$ cat config.mk
export PLATFORM = sky130hd
export DESIGN_NAME = samp_filt_top
export DESIGN_NICKNAME = d
export VERILOG_FILES = /design/src/hw/samp_filt_pkg.sv /design/src/hw/iq_magnitude.sv /design/src/hw/boxcar_avg.sv /design/src/hw/squelch_gate.sv /design/src/hw/sample_delay.sv /design/src/hw/samp_filt_chan.sv /design/src/hw/squelch_regs.sv /design/src/hw/samp_filt_top.sv
export SDC_FILE = /design/constraint.sdc
export NUM_CORES = 2
export LEC_CHECK = 0
export BUFFER_PORTS_ARGS = -buffer_cell sky130_fd_sc_hd__buf_2
export CORE_AREA = 4 4 385 387
export DETAILED_ROUTE_END_ITERATION = 8
export DIE_AREA = 0 0 389 391
export GPL_ROUTABILITY_DRIVEN = 0
export PLACE_DENSITY = 0.69
export SLEW_MARGIN = 10
export SYNTH_ARGS = -nofsm -noshare
export SYNTH_HDL_FRONTEND = slang
export SYNTH_HIERARCHICAL = 1
export SYNTH_SLANG_ARGS = --single-unit
$ cat constraint.sdc
create_clock -name clk -period 5.8 [get_ports clk]
set_input_delay 1.16 -clock clk [delete_from_list [all_inputs] [get_ports clk]]
set_output_delay 1.16 -clock clk [all_outputs]
set_load 0.01 [all_outputs]
$ cat src/hw/samp_filt_pkg.sv
package samp_filt_pkg;

  //////////////////////////////////////////////////
  // data path widths
  //////////////////////////////////////////////////

  // I and Q samples, two's complement
  localparam int samp_width = 12;

  // magnitude estimate and its average
  localparam int mag_width = 13;

  // pad length field
  localparam int pad_width = 4;

  localparam int num_chan = 4;

  //////////////////////////////////////////////////
  // register block
  //////////////////////////////////////////////////

  localparam int wb_adr_width = 2;

  // word addresses
  typedef enum logic [wb_adr_width-1:0] {
    reg_threshold = 2'd0,
    reg_pad       = 2'd1,
    reg_bypass    = 2'd2
  } reg_addr_e;

  // squelch gate states
  typedef enum logic [1:0] {
    gate_closed,
    gate_open,
    gate_hang
  } gate_state_e;

endpackage

$ cat src/hw/iq_magnitude.sv
module iq_magnitude (
  input  logic                                clk,
  input  logic                                rst_n,
  input  logic                                ena,
  input  logic [samp_filt_pkg::samp_width-1:0] i_in,
  input  logic [samp_filt_pkg::samp_width-1:0] q_in,
  output logic [samp_filt_pkg::mag_width-1:0]  mag
);

  import samp_filt_pkg::*;

  localparam int abs_width = samp_width - 1;

  logic [abs_width-1:0] abs_i;
  logic [abs_width-1:0] abs_q;
  logic [abs_width-1:0] max_v;
  logic [abs_width-1:0] min_v;

  // absolute value, most negative code clips to full scale
  function automatic logic [abs_width-1:0] sat_abs(input logic [samp_width-1:0] x);
    logic [samp_width-1:0] neg;
    neg = -x;
    if (!x[samp_width-1]) return x[abs_width-1:0];
    else if (x[abs_width-1:0] == '0) return '1;
    else return neg[abs_width-1:0];
  endfunction

  assign abs_i = sat_abs(i_in);
  assign abs_q = sat_abs(q_in);
  assign max_v = (abs_i >= abs_q) ? abs_i : abs_q;
  assign min_v = (abs_i >= abs_q) ? abs_q : abs_i;

  // alpha = 1, beta = 1/2
  always_ff @(posedge clk) begin
    if (!rst_n) begin
      mag <= '0;
    end else if (ena) begin
      mag <= mag_width'(max_v) + mag_width'(min_v >> 1);
    end
  end

endmodule

$ cat src/hw/boxcar_avg.sv
module boxcar_avg #(
  parameter int log2_avg_len = 3
) (
  input  logic                               clk,
  input  logic                               rst_n,
  input  logic                               ena,
  input  logic [samp_filt_pkg::mag_width-1:0] din,
  output logic [samp_filt_pkg::mag_width-1:0] avg
);

  import samp_filt_pkg::*;

  localparam int avg_len   = 1 << log2_avg_len;
  // room for avg_len full scale values
  localparam int sum_width = mag_width + log2_avg_len;

  logic [mag_width-1:0] hist [avg_len];
  logic [sum_width-1:0] sum;

  //////////////////////////////////////////////////
  // running sum
  //////////////////////////////////////////////////

  // newest value in, oldest value out
  always_ff @(posedge clk) begin
    if (!rst_n) begin
      sum <= '0;
    end else if (ena) begin
      sum <= sum + sum_width'(din) - sum_width'(hist[avg_len-1]);
    end
  end

  // window history, starts empty so early steps count as zero
  always_ff @(posedge clk) begin
    if (!rst_n) begin
      for (int i = 0; i < avg_len; i++) begin
        hist[i] <= '0;
      end
    end else if (ena) begin
      hist[0] <= din;
      for (int i = 1; i < avg_len; i++) begin
        hist[i] <= hist[i-1];
      end
    end
  end

  // divide by window length
  assign avg = sum[sum_width-1:log2_avg_len];

endmodule

$ cat src/hw/squelch_gate.sv
module squelch_gate (
  input  logic                               clk,
  input  logic                               rst_n,
  input  logic                               ena,
  input  logic [samp_filt_pkg::mag_width-1:0] avg,
  input  logic [samp_filt_pkg::mag_width-1:0] threshold,
  input  logic [samp_filt_pkg::pad_width-1:0] pad_len,
  input  logic                               bypass,
  output logic                               valid_out
);

  import samp_filt_pkg::*;

  gate_state_e          state;
  logic [pad_width-1:0] hold_cnt;
  logic [pad_width-1:0] cnt_inc;
  logic                 pass;
  logic                 hold;
  logic                 open_now;

  assign pass     = avg > threshold;
  // still inside the pad after the last pass step
  assign hold     = hold_cnt < pad_len;
  assign open_now = pass || hold;
  assign cnt_inc  = hold_cnt + 1'b1;

  // counter parks at pad_len while closed
  always_ff @(posedge clk) begin
    if (!rst_n) begin
      state     <= gate_closed;
      hold_cnt  <= pad_len;
      valid_out <= 1'b0;
    end else begin
      valid_out <= ena && (open_now || bypass);
      if (ena) begin
        if (pass) begin
          state    <= gate_open;
          hold_cnt <= '0;
        end else if (hold) begin
          hold_cnt <= cnt_inc;
          if (cnt_inc < pad_len) state <= gate_hang;
          else state <= gate_closed;
        end else begin
          state <= gate_closed;
        end
      end
    end
  end

endmodule

$ cat src/hw/sample_delay.sv
module sample_delay #(
  parameter int num_delay = 6
) (
  input  logic                                clk,
  input  logic                                rst_n,
  input  logic                                ena,
  input  logic [samp_filt_pkg::samp_width-1:0] i_in,
  input  logic [samp_filt_pkg::samp_width-1:0] q_in,
  output logic [samp_filt_pkg::samp_width-1:0] i_out,
  output logic [samp_filt_pkg::samp_width-1:0] q_out
);

  import samp_filt_pkg::*;

  logic [samp_width-1:0] i_dly [num_delay];
  logic [samp_width-1:0] q_dly [num_delay];

  // output register holds between valid steps
  always_ff @(posedge clk) begin
    if (!rst_n) begin
      for (int n = 0; n < num_delay; n++) begin
        i_dly[n] <= '0;
        q_dly[n] <= '0;
      end
      i_out <= '0;
      q_out <= '0;
    end else if (ena) begin
      i_dly[0] <= i_in;
      q_dly[0] <= q_in;
      for (int n = 1; n < num_delay; n++) begin
        i_dly[n] <= i_dly[n-1];
        q_dly[n] <= q_dly[n-1];
      end
      i_out <= i_dly[num_delay-1];
      q_out <= q_dly[num_delay-1];
    end
  end

endmodule

$ cat src/hw/samp_filt_chan.sv
module samp_filt_chan #(
  parameter int log2_avg_len = 3,
  parameter int num_delay    = 6
) (
  input  logic                                clk,
  input  logic                                rst_n,
  input  logic                                valid_in,
  input  logic [samp_filt_pkg::samp_width-1:0] i_in,
  input  logic [samp_filt_pkg::samp_width-1:0] q_in,
  input  logic [samp_filt_pkg::mag_width-1:0]  threshold,
  input  logic [samp_filt_pkg::pad_width-1:0]  pad_len,
  input  logic                                bypass,
  output logic                                valid_out,
  output logic [samp_filt_pkg::samp_width-1:0] i_out,
  output logic [samp_filt_pkg::samp_width-1:0] q_out
);

  import samp_filt_pkg::*;

  logic [mag_width-1:0] mag;
  logic [mag_width-1:0] avg;

  // every stage steps on valid_in only
  iq_magnitude u_mag (
    .clk   (clk),
    .rst_n (rst_n),
    .ena   (valid_in),
    .i_in  (i_in),
    .q_in  (q_in),
    .mag   (mag)
  );

  boxcar_avg #(
    .log2_avg_len (log2_avg_len)
  ) u_avg (
    .clk   (clk),
    .rst_n (rst_n),
    .ena   (valid_in),
    .din   (mag),
    .avg   (avg)
  );

  squelch_gate u_gate (
    .clk       (clk),
    .rst_n     (rst_n),
    .ena       (valid_in),
    .avg       (avg),
    .threshold (threshold),
    .pad_len   (pad_len),
    .bypass    (bypass),
    .valid_out (valid_out)
  );

  // data path, lines up samples with the gate decision
  sample_delay #(
    .num_delay (num_delay)
  ) u_dly (
    .clk   (clk),
    .rst_n (rst_n),
    .ena   (valid_in),
    .i_in  (i_in),
    .q_in  (q_in),
    .i_out (i_out),
    .q_out (q_out)
  );

endmodule

$ cat src/hw/squelch_regs.sv
module squelch_regs #(
  parameter logic [samp_filt_pkg::mag_width-1:0] default_threshold = 200,
  parameter logic [samp_filt_pkg::pad_width-1:0] default_pad       = 3
) (
  input  logic                                  clk,
  input  logic                                  rst_n,
  input  logic                                  wb_cyc,
  input  logic                                  wb_stb,
  input  logic                                  wb_we,
  input  logic [samp_filt_pkg::wb_adr_width-1:0] wb_adr,
  input  logic [15:0]                           wb_dat_w,
  output logic [15:0]                           wb_dat_r,
  output logic                                  wb_ack,
  output logic [samp_filt_pkg::mag_width-1:0]    threshold,
  output logic [samp_filt_pkg::pad_width-1:0]    pad_len,
  output logic [samp_filt_pkg::num_chan-1:0]     bypass
);

  import samp_filt_pkg::*;

  reg_addr_e   addr;
  logic        req;
  logic [15:0] rd_data;

  assign addr = reg_addr_e'(wb_adr);
  // new request, ack not yet given
  assign req  = wb_cyc && wb_stb && !wb_ack;

  //////////////////////////////////////////////////
  // read mux
  //////////////////////////////////////////////////

  always_comb begin
    case (addr)
      reg_threshold: rd_data = 16'(threshold);
      reg_pad:       rd_data = 16'(pad_len);
      reg_bypass:    rd_data = 16'(bypass);
      default:       rd_data = '0;
    endcase
  end

  //////////////////////////////////////////////////
  // ack and register writes
  //////////////////////////////////////////////////

  always_ff @(posedge clk) begin
    if (!rst_n) begin
      wb_ack    <= 1'b0;
      wb_dat_r  <= '0;
      threshold <= default_threshold;
      pad_len   <= default_pad;
      bypass    <= '0;
    end else begin
      wb_ack <= req;
      if (req) begin
        wb_dat_r <= rd_data;
        // writes land on the same edge as the ack
        if (wb_we) begin
          case (addr)
            reg_threshold: threshold <= wb_dat_w[mag_width-1:0];
            reg_pad:       pad_len   <= wb_dat_w[pad_width-1:0];
            reg_bypass:    bypass    <= wb_dat_w[num_chan-1:0];
            default:       ;
          endcase
        end
      end
    end
  end

endmodule

$ cat src/hw/samp_filt_top.sv
module samp_filt_top #(
  parameter int log2_avg_len = 3,
  parameter int num_delay    = 6,
  parameter logic [samp_filt_pkg::mag_width-1:0] default_threshold = 200,
  parameter logic [samp_filt_pkg::pad_width-1:0] default_pad       = 3
) (
  input  logic                                  clk,
  input  logic                                  rst_n,
  input  logic                                  valid_0_in,
  input  logic [samp_filt_pkg::samp_width-1:0]   i_0_in,
  input  logic [samp_filt_pkg::samp_width-1:0]   q_0_in,
  input  logic                                  valid_1_in,
  input  logic [samp_filt_pkg::samp_width-1:0]   i_1_in,
  input  logic [samp_filt_pkg::samp_width-1:0]   q_1_in,
  input  logic                                  valid_2_in,
  input  logic [samp_filt_pkg::samp_width-1:0]   i_2_in,
  input  logic [samp_filt_pkg::samp_width-1:0]   q_2_in,
  input  logic                                  valid_3_in,
  input  logic [samp_filt_pkg::samp_width-1:0]   i_3_in,
  input  logic [samp_filt_pkg::samp_width-1:0]   q_3_in,
  output logic                                  valid_0_out,
  output logic [samp_filt_pkg::samp_width-1:0]   i_0_out,
  output logic [samp_filt_pkg::samp_width-1:0]   q_0_out,
  output logic                                  valid_1_out,
  output logic [samp_filt_pkg::samp_width-1:0]   i_1_out,
  output logic [samp_filt_pkg::samp_width-1:0]   q_1_out,
  output logic                                  valid_2_out,
  output logic [samp_filt_pkg::samp_width-1:0]   i_2_out,
  output logic [samp_filt_pkg::samp_width-1:0]   q_2_out,
  output logic                                  valid_3_out,
  output logic [samp_filt_pkg::samp_width-1:0]   i_3_out,
  output logic [samp_filt_pkg::samp_width-1:0]   q_3_out,
  input  logic                                  wb_cyc,
  input  logic                                  wb_stb,
  input  logic                                  wb_we,
  input  logic [samp_filt_pkg::wb_adr_width-1:0] wb_adr,
  input  logic [15:0]                           wb_dat_w,
  output logic [15:0]                           wb_dat_r,
  output logic                                  wb_ack
);

  import samp_filt_pkg::*;

  logic [mag_width-1:0]  threshold;
  logic [pad_width-1:0]  pad_len;
  logic [num_chan-1:0]   bypass;

  logic [num_chan-1:0]   valid_in;
  logic [num_chan-1:0]   valid_out;
  logic [samp_width-1:0] i_in  [num_chan];
  logic [samp_width-1:0] q_in  [num_chan];
  logic [samp_width-1:0] i_out [num_chan];
  logic [samp_width-1:0] q_out [num_chan];

  //////////////////////////////////////////////////
  // channel port packing
  //////////////////////////////////////////////////

  assign valid_in = {valid_3_in, valid_2_in, valid_1_in, valid_0_in};
  assign i_in[0]  = i_0_in;
  assign q_in[0]  = q_0_in;
  assign i_in[1]  = i_1_in;
  assign q_in[1]  = q_1_in;
  assign i_in[2]  = i_2_in;
  assign q_in[2]  = q_2_in;
  assign i_in[3]  = i_3_in;
  assign q_in[3]  = q_3_in;

  assign {valid_3_out, valid_2_out, valid_1_out, valid_0_out} = valid_out;
  assign i_0_out = i_out[0];
  assign q_0_out = q_out[0];
  assign i_1_out = i_out[1];
  assign q_1_out = q_out[1];
  assign i_2_out = i_out[2];
  assign q_2_out = q_out[2];
  assign i_3_out = i_out[3];
  assign q_3_out = q_out[3];

  //////////////////////////////////////////////////
  // settings and channels
  //////////////////////////////////////////////////

  squelch_regs #(
    .default_threshold (default_threshold),
    .default_pad       (default_pad)
  ) u_regs (
    .clk       (clk),
    .rst_n     (rst_n),
    .wb_cyc    (wb_cyc),
    .wb_stb    (wb_stb),
    .wb_we     (wb_we),
    .wb_adr    (wb_adr),
    .wb_dat_w  (wb_dat_w),
    .wb_dat_r  (wb_dat_r),
    .wb_ack    (wb_ack),
    .threshold (threshold),
    .pad_len   (pad_len),
    .bypass    (bypass)
  );

  // all channels share one threshold and pad length
  for (genvar n = 0; n < num_chan; n++) begin : chan_gen
    samp_filt_chan #(
      .log2_avg_len (log2_avg_len),
      .num_delay    (num_delay)
    ) u_chan (
      .clk       (clk),
      .rst_n     (rst_n),
      .valid_in  (valid_in[n]),
      .i_in      (i_in[n]),
      .q_in      (q_in[n]),
      .threshold (threshold),
      .pad_len   (pad_len),
      .bypass    (bypass[n]),
      .valid_out (valid_out[n]),
      .i_out     (i_out[n]),
      .q_out     (q_out[n])
    );
  end

endmodule

==> flow_summary.json <==
{
  "fmax_mhz": 185,
  "grt_pass1_wl_microns": 188000,
  "finClkSkew_ns": 0.0243,
  "cts_sinks": 1255,
  "detail-route-antenna-nets": 0,
  "grt_max_degree": 303,
  "critPathKind": "in -> reg",
  "io_pins": 240,
  "io_buffers": 233,
  "synth_edf_count": 1008,
  "arrival_ns": 6.09,
  "rows": 140,
  "power.density_nw_per_um2": 393,
  "clock_path_buffers": 3,
  "synth_largest_area_cell": "edfxtp_1",
  "slew_violations": 0,
  "crit_path_end_kind": "flop",
  "grt_pass1_vias": 35600,
  "ys_ff_latch": 1255,
  "rsz0062_at_grt": "false",
  "finalSetupViolations": 0,
  "crit_chain": "buf_2 > or4_4 > or4_4 > or3b_1 > and2_4 > inv_1 > ha_1 > a21o_1 > a21oi_2 > nand2_1 > a31oi_2 > buf_4 > nor2_1 > a21o_1 > ha_1 > a21o_1 > a21oi_1 > o21ai_0 > a41oi_1 > xnor2_1 > mux2i_1 > nor2b_1",
  "final_cell_area_sq_um": 67900,
  "hold_path.class": "reg -> reg",
  "wirelength_microns": 117000,
  "yosysSeqAreaShare_pct": 58.3,
  "final_util_pct": 46.9,
  "ys_warn_count": 6,
  "nets": 5519,
  "dp_hpwl_microns": 74500,
  "grt-ovfl-total": 0,
  "ys_top_cells_by_area": "edfxtp_1 (50%), and3_1 (8.8%), dfxtp_1 (8.2%)",
  "netlist.area_leader.share_pct": 50.1,
  "areaGrowthSynthToFinish_pct": 12.4,
  "path_clk_slew_ns": 0.06,
  "htreeDepth": 4,
  "p_total_mw": 26.7,
  "drv_cap": 0,
  "syn_inst": 4906,
  "p_leak_nw": 30.8,
  "outcome": "finished clean",
  "vias": 36800,
  "drt_iter0_markers": 2418,
  "drt_first_pass_iters": 5,
  "synthDistinctLibCells": 99,
  "dieWidth_microns": 389,
  "hold-worst-slack_ns": 0.479,
  "cts_root_buf": "clkbuf_16",
  "drt-vias-per-instance": 5.14,
  "async_flop_share_pct": 0,
  "cts-hold-fix-buffers": 0,
  "gr-usage-all-layers_pct": 15.1,
  "wl_per_cell_microns": 16.4,
  "synthesis.area_sq_um": 60400,
  "syn_area_per_cell_sq_um": 12.3,
  "clk_latency_ns": 0.76,
  "cp_common_cell": "a21o_1",
  "tightestPinTransition_ns": 1.08,
  "coreArea_sq_um": 145000,
  "place_area_sq_um": 63400,
  "synth_most_common_cell": "edfxtp_1",
  "fin_crit_sh_pct": 93.1,
  "period_needed_ns": 5.40,
  "worstSetupStartpointType": "input port",
  "relSlewSlack_pct": 28.0,
  "antenna_found_initial": 20,
  "cts_setup_buffers": 0,
  "crit_path_top_delay_cell": "or4_4",
  "fp.dieH_microns": 391,
  "cts_tree": "yes",
  "drcViolationCount": 0,
  "cts_resized": 0,
  "rrSetupSlack_ns": 2.85,
  "synthTopCellsByCount": "edfxtp_1 (1008), and3_1 (846), inv_1 (377)",
  "cts_buffers": 134,
  "crit_required_ns": 6.49,
  "synthFlopType": "edfxtp_1",
  "initial_core_util_pct": 41.7,
  "worstPathMaxFanout": 15,
  "vdd_drop_max_mv": 0.233,
  "dieArea_sq_um": 152000,
  "max_stage_delay_ns": 0.59,
  "finalHoldViolCount": 0,
  "drive_gt1_share_pct": 14.8
}
flip-flops by register name, summed over array words and instances (netlist names):
register	count
chan_gen.u_chan/u_avg/hist	416
chan_gen.u_chan/u_avg/sum	64
chan_gen.u_chan/u_dly/i_dly	288
chan_gen.u_chan/u_dly/i_out	48
chan_gen.u_chan/u_dly/q_dly	288
chan_gen.u_chan/u_dly/q_out	48
chan_gen.u_chan/u_gate/hold_cnt	16
chan_gen.u_chan/u_gate/valid_out	4
chan_gen.u_chan/u_mag/mag	48
u_regs/bypass	4
u_regs/pad_len	4
u_regs/threshold	13
u_regs/wb_ack	1
u_regs/wb_dat_r	13
cell usage in the layout, fill, tap and decap left out, drive strengths merged, types with 154 or more instances in the layout:
cell / n
buf: 415
nor2b: 162
ha: 224
clkbuf: 175
mux2i: 207
inv: 382
edfxtp: 1008
dfxtp: 247
nand2: 207
nor2: 154
and3: 848
cell type report:
| class | instances | area (sq um) |
|---|---|---|
| diodes | 14 | 35.0 |
| clock buffers | 175 | 3670 |
| clock inverters | 71 | 835 |
| fillers | 12700 | 77000 |
| inverters | 378 | 1430 |
| multi-input cells | 2932 | 21700 |
| flip-flops and latches | 1255 | 35200 |
| well taps | 1917 | 2400 |
| repair buffers | 415 | 2640 |
worst max-delay path: cells and delay by family:
family / cells / cell delay [ns]
fa+ha+maj: 2 / 0.53
compound gates: 8 / 1.63
xor+xnor: 1 / 0.15
simple gates: 7 / 2.10
buf+inv: 3 / 0.43
mux: 1 / 0.09
logic make-up after synthesis:
kind of cell / share of synthesized area (%)
other: 0.0311
adder cells (fa/ha/maj): 6.50
XOR/XNOR: 1.58
buffers and inverters: 5.94
multiplexers: 3.88
AND/OR/NAND/NOR: 16.6
AO/OA/AOI/OAI: 7.20
flip-flops: 58.3
stage by stage:
| step | std cells | setup TNS (ns) | setup WS (ns) |
|---|---|---|---|
| floorplan | 4908 | 0 | 0.0485 |
| global placement | 6897 | -3.61 | -0.307 |
| global route | 7143 | 0 | 0.0790 |
| detailed placement | 6897 | -5.31 | -0.323 |
| finish | 7157 | 0 | 0.401 |
| CTS | 7143 | 0 | 0.498 |
power breakdown:
group | internal, mW | leakage (nW) | switching [mW]
Combinational | 3.13 | 15.5 | 3.94
Sequential | 10.6 | 13.1 | 0.380
Clock | 5.05 | 2.19 | 3.61
Total | 18.8 | 30.8 | 7.93
metal layers:
metal	GRT usage [%]	vias to the layer above	part of all wire (%)
met5	0	-	0.045
met4	4.95	8	2.4
met3	3.15	182	4.6
met2	23.7	615	45
met1	21.0	17800	48
li1	-	18200	-
path summary, 6_finish.rpt:
kind	start	to	depth (start not counted)
worst min register to register	chan_gen[1].u_chan/u_avg/sum[15]	chan_gen[1].u_chan/u_avg/sum[15]	2
worst max register to register	chan_gen[1].u_chan/u_mag/mag[1]	chan_gen[1].u_chan/u_avg/sum[14]	9
worst min-delay path	chan_gen[1].u_chan/u_avg/sum[15]	chan_gen[1].u_chan/u_avg/sum[15]	2
worst max-delay path	i_0_in[4]	chan_gen[0].u_chan/u_mag/mag[9]	22
(Power assumes the default switching activity.)
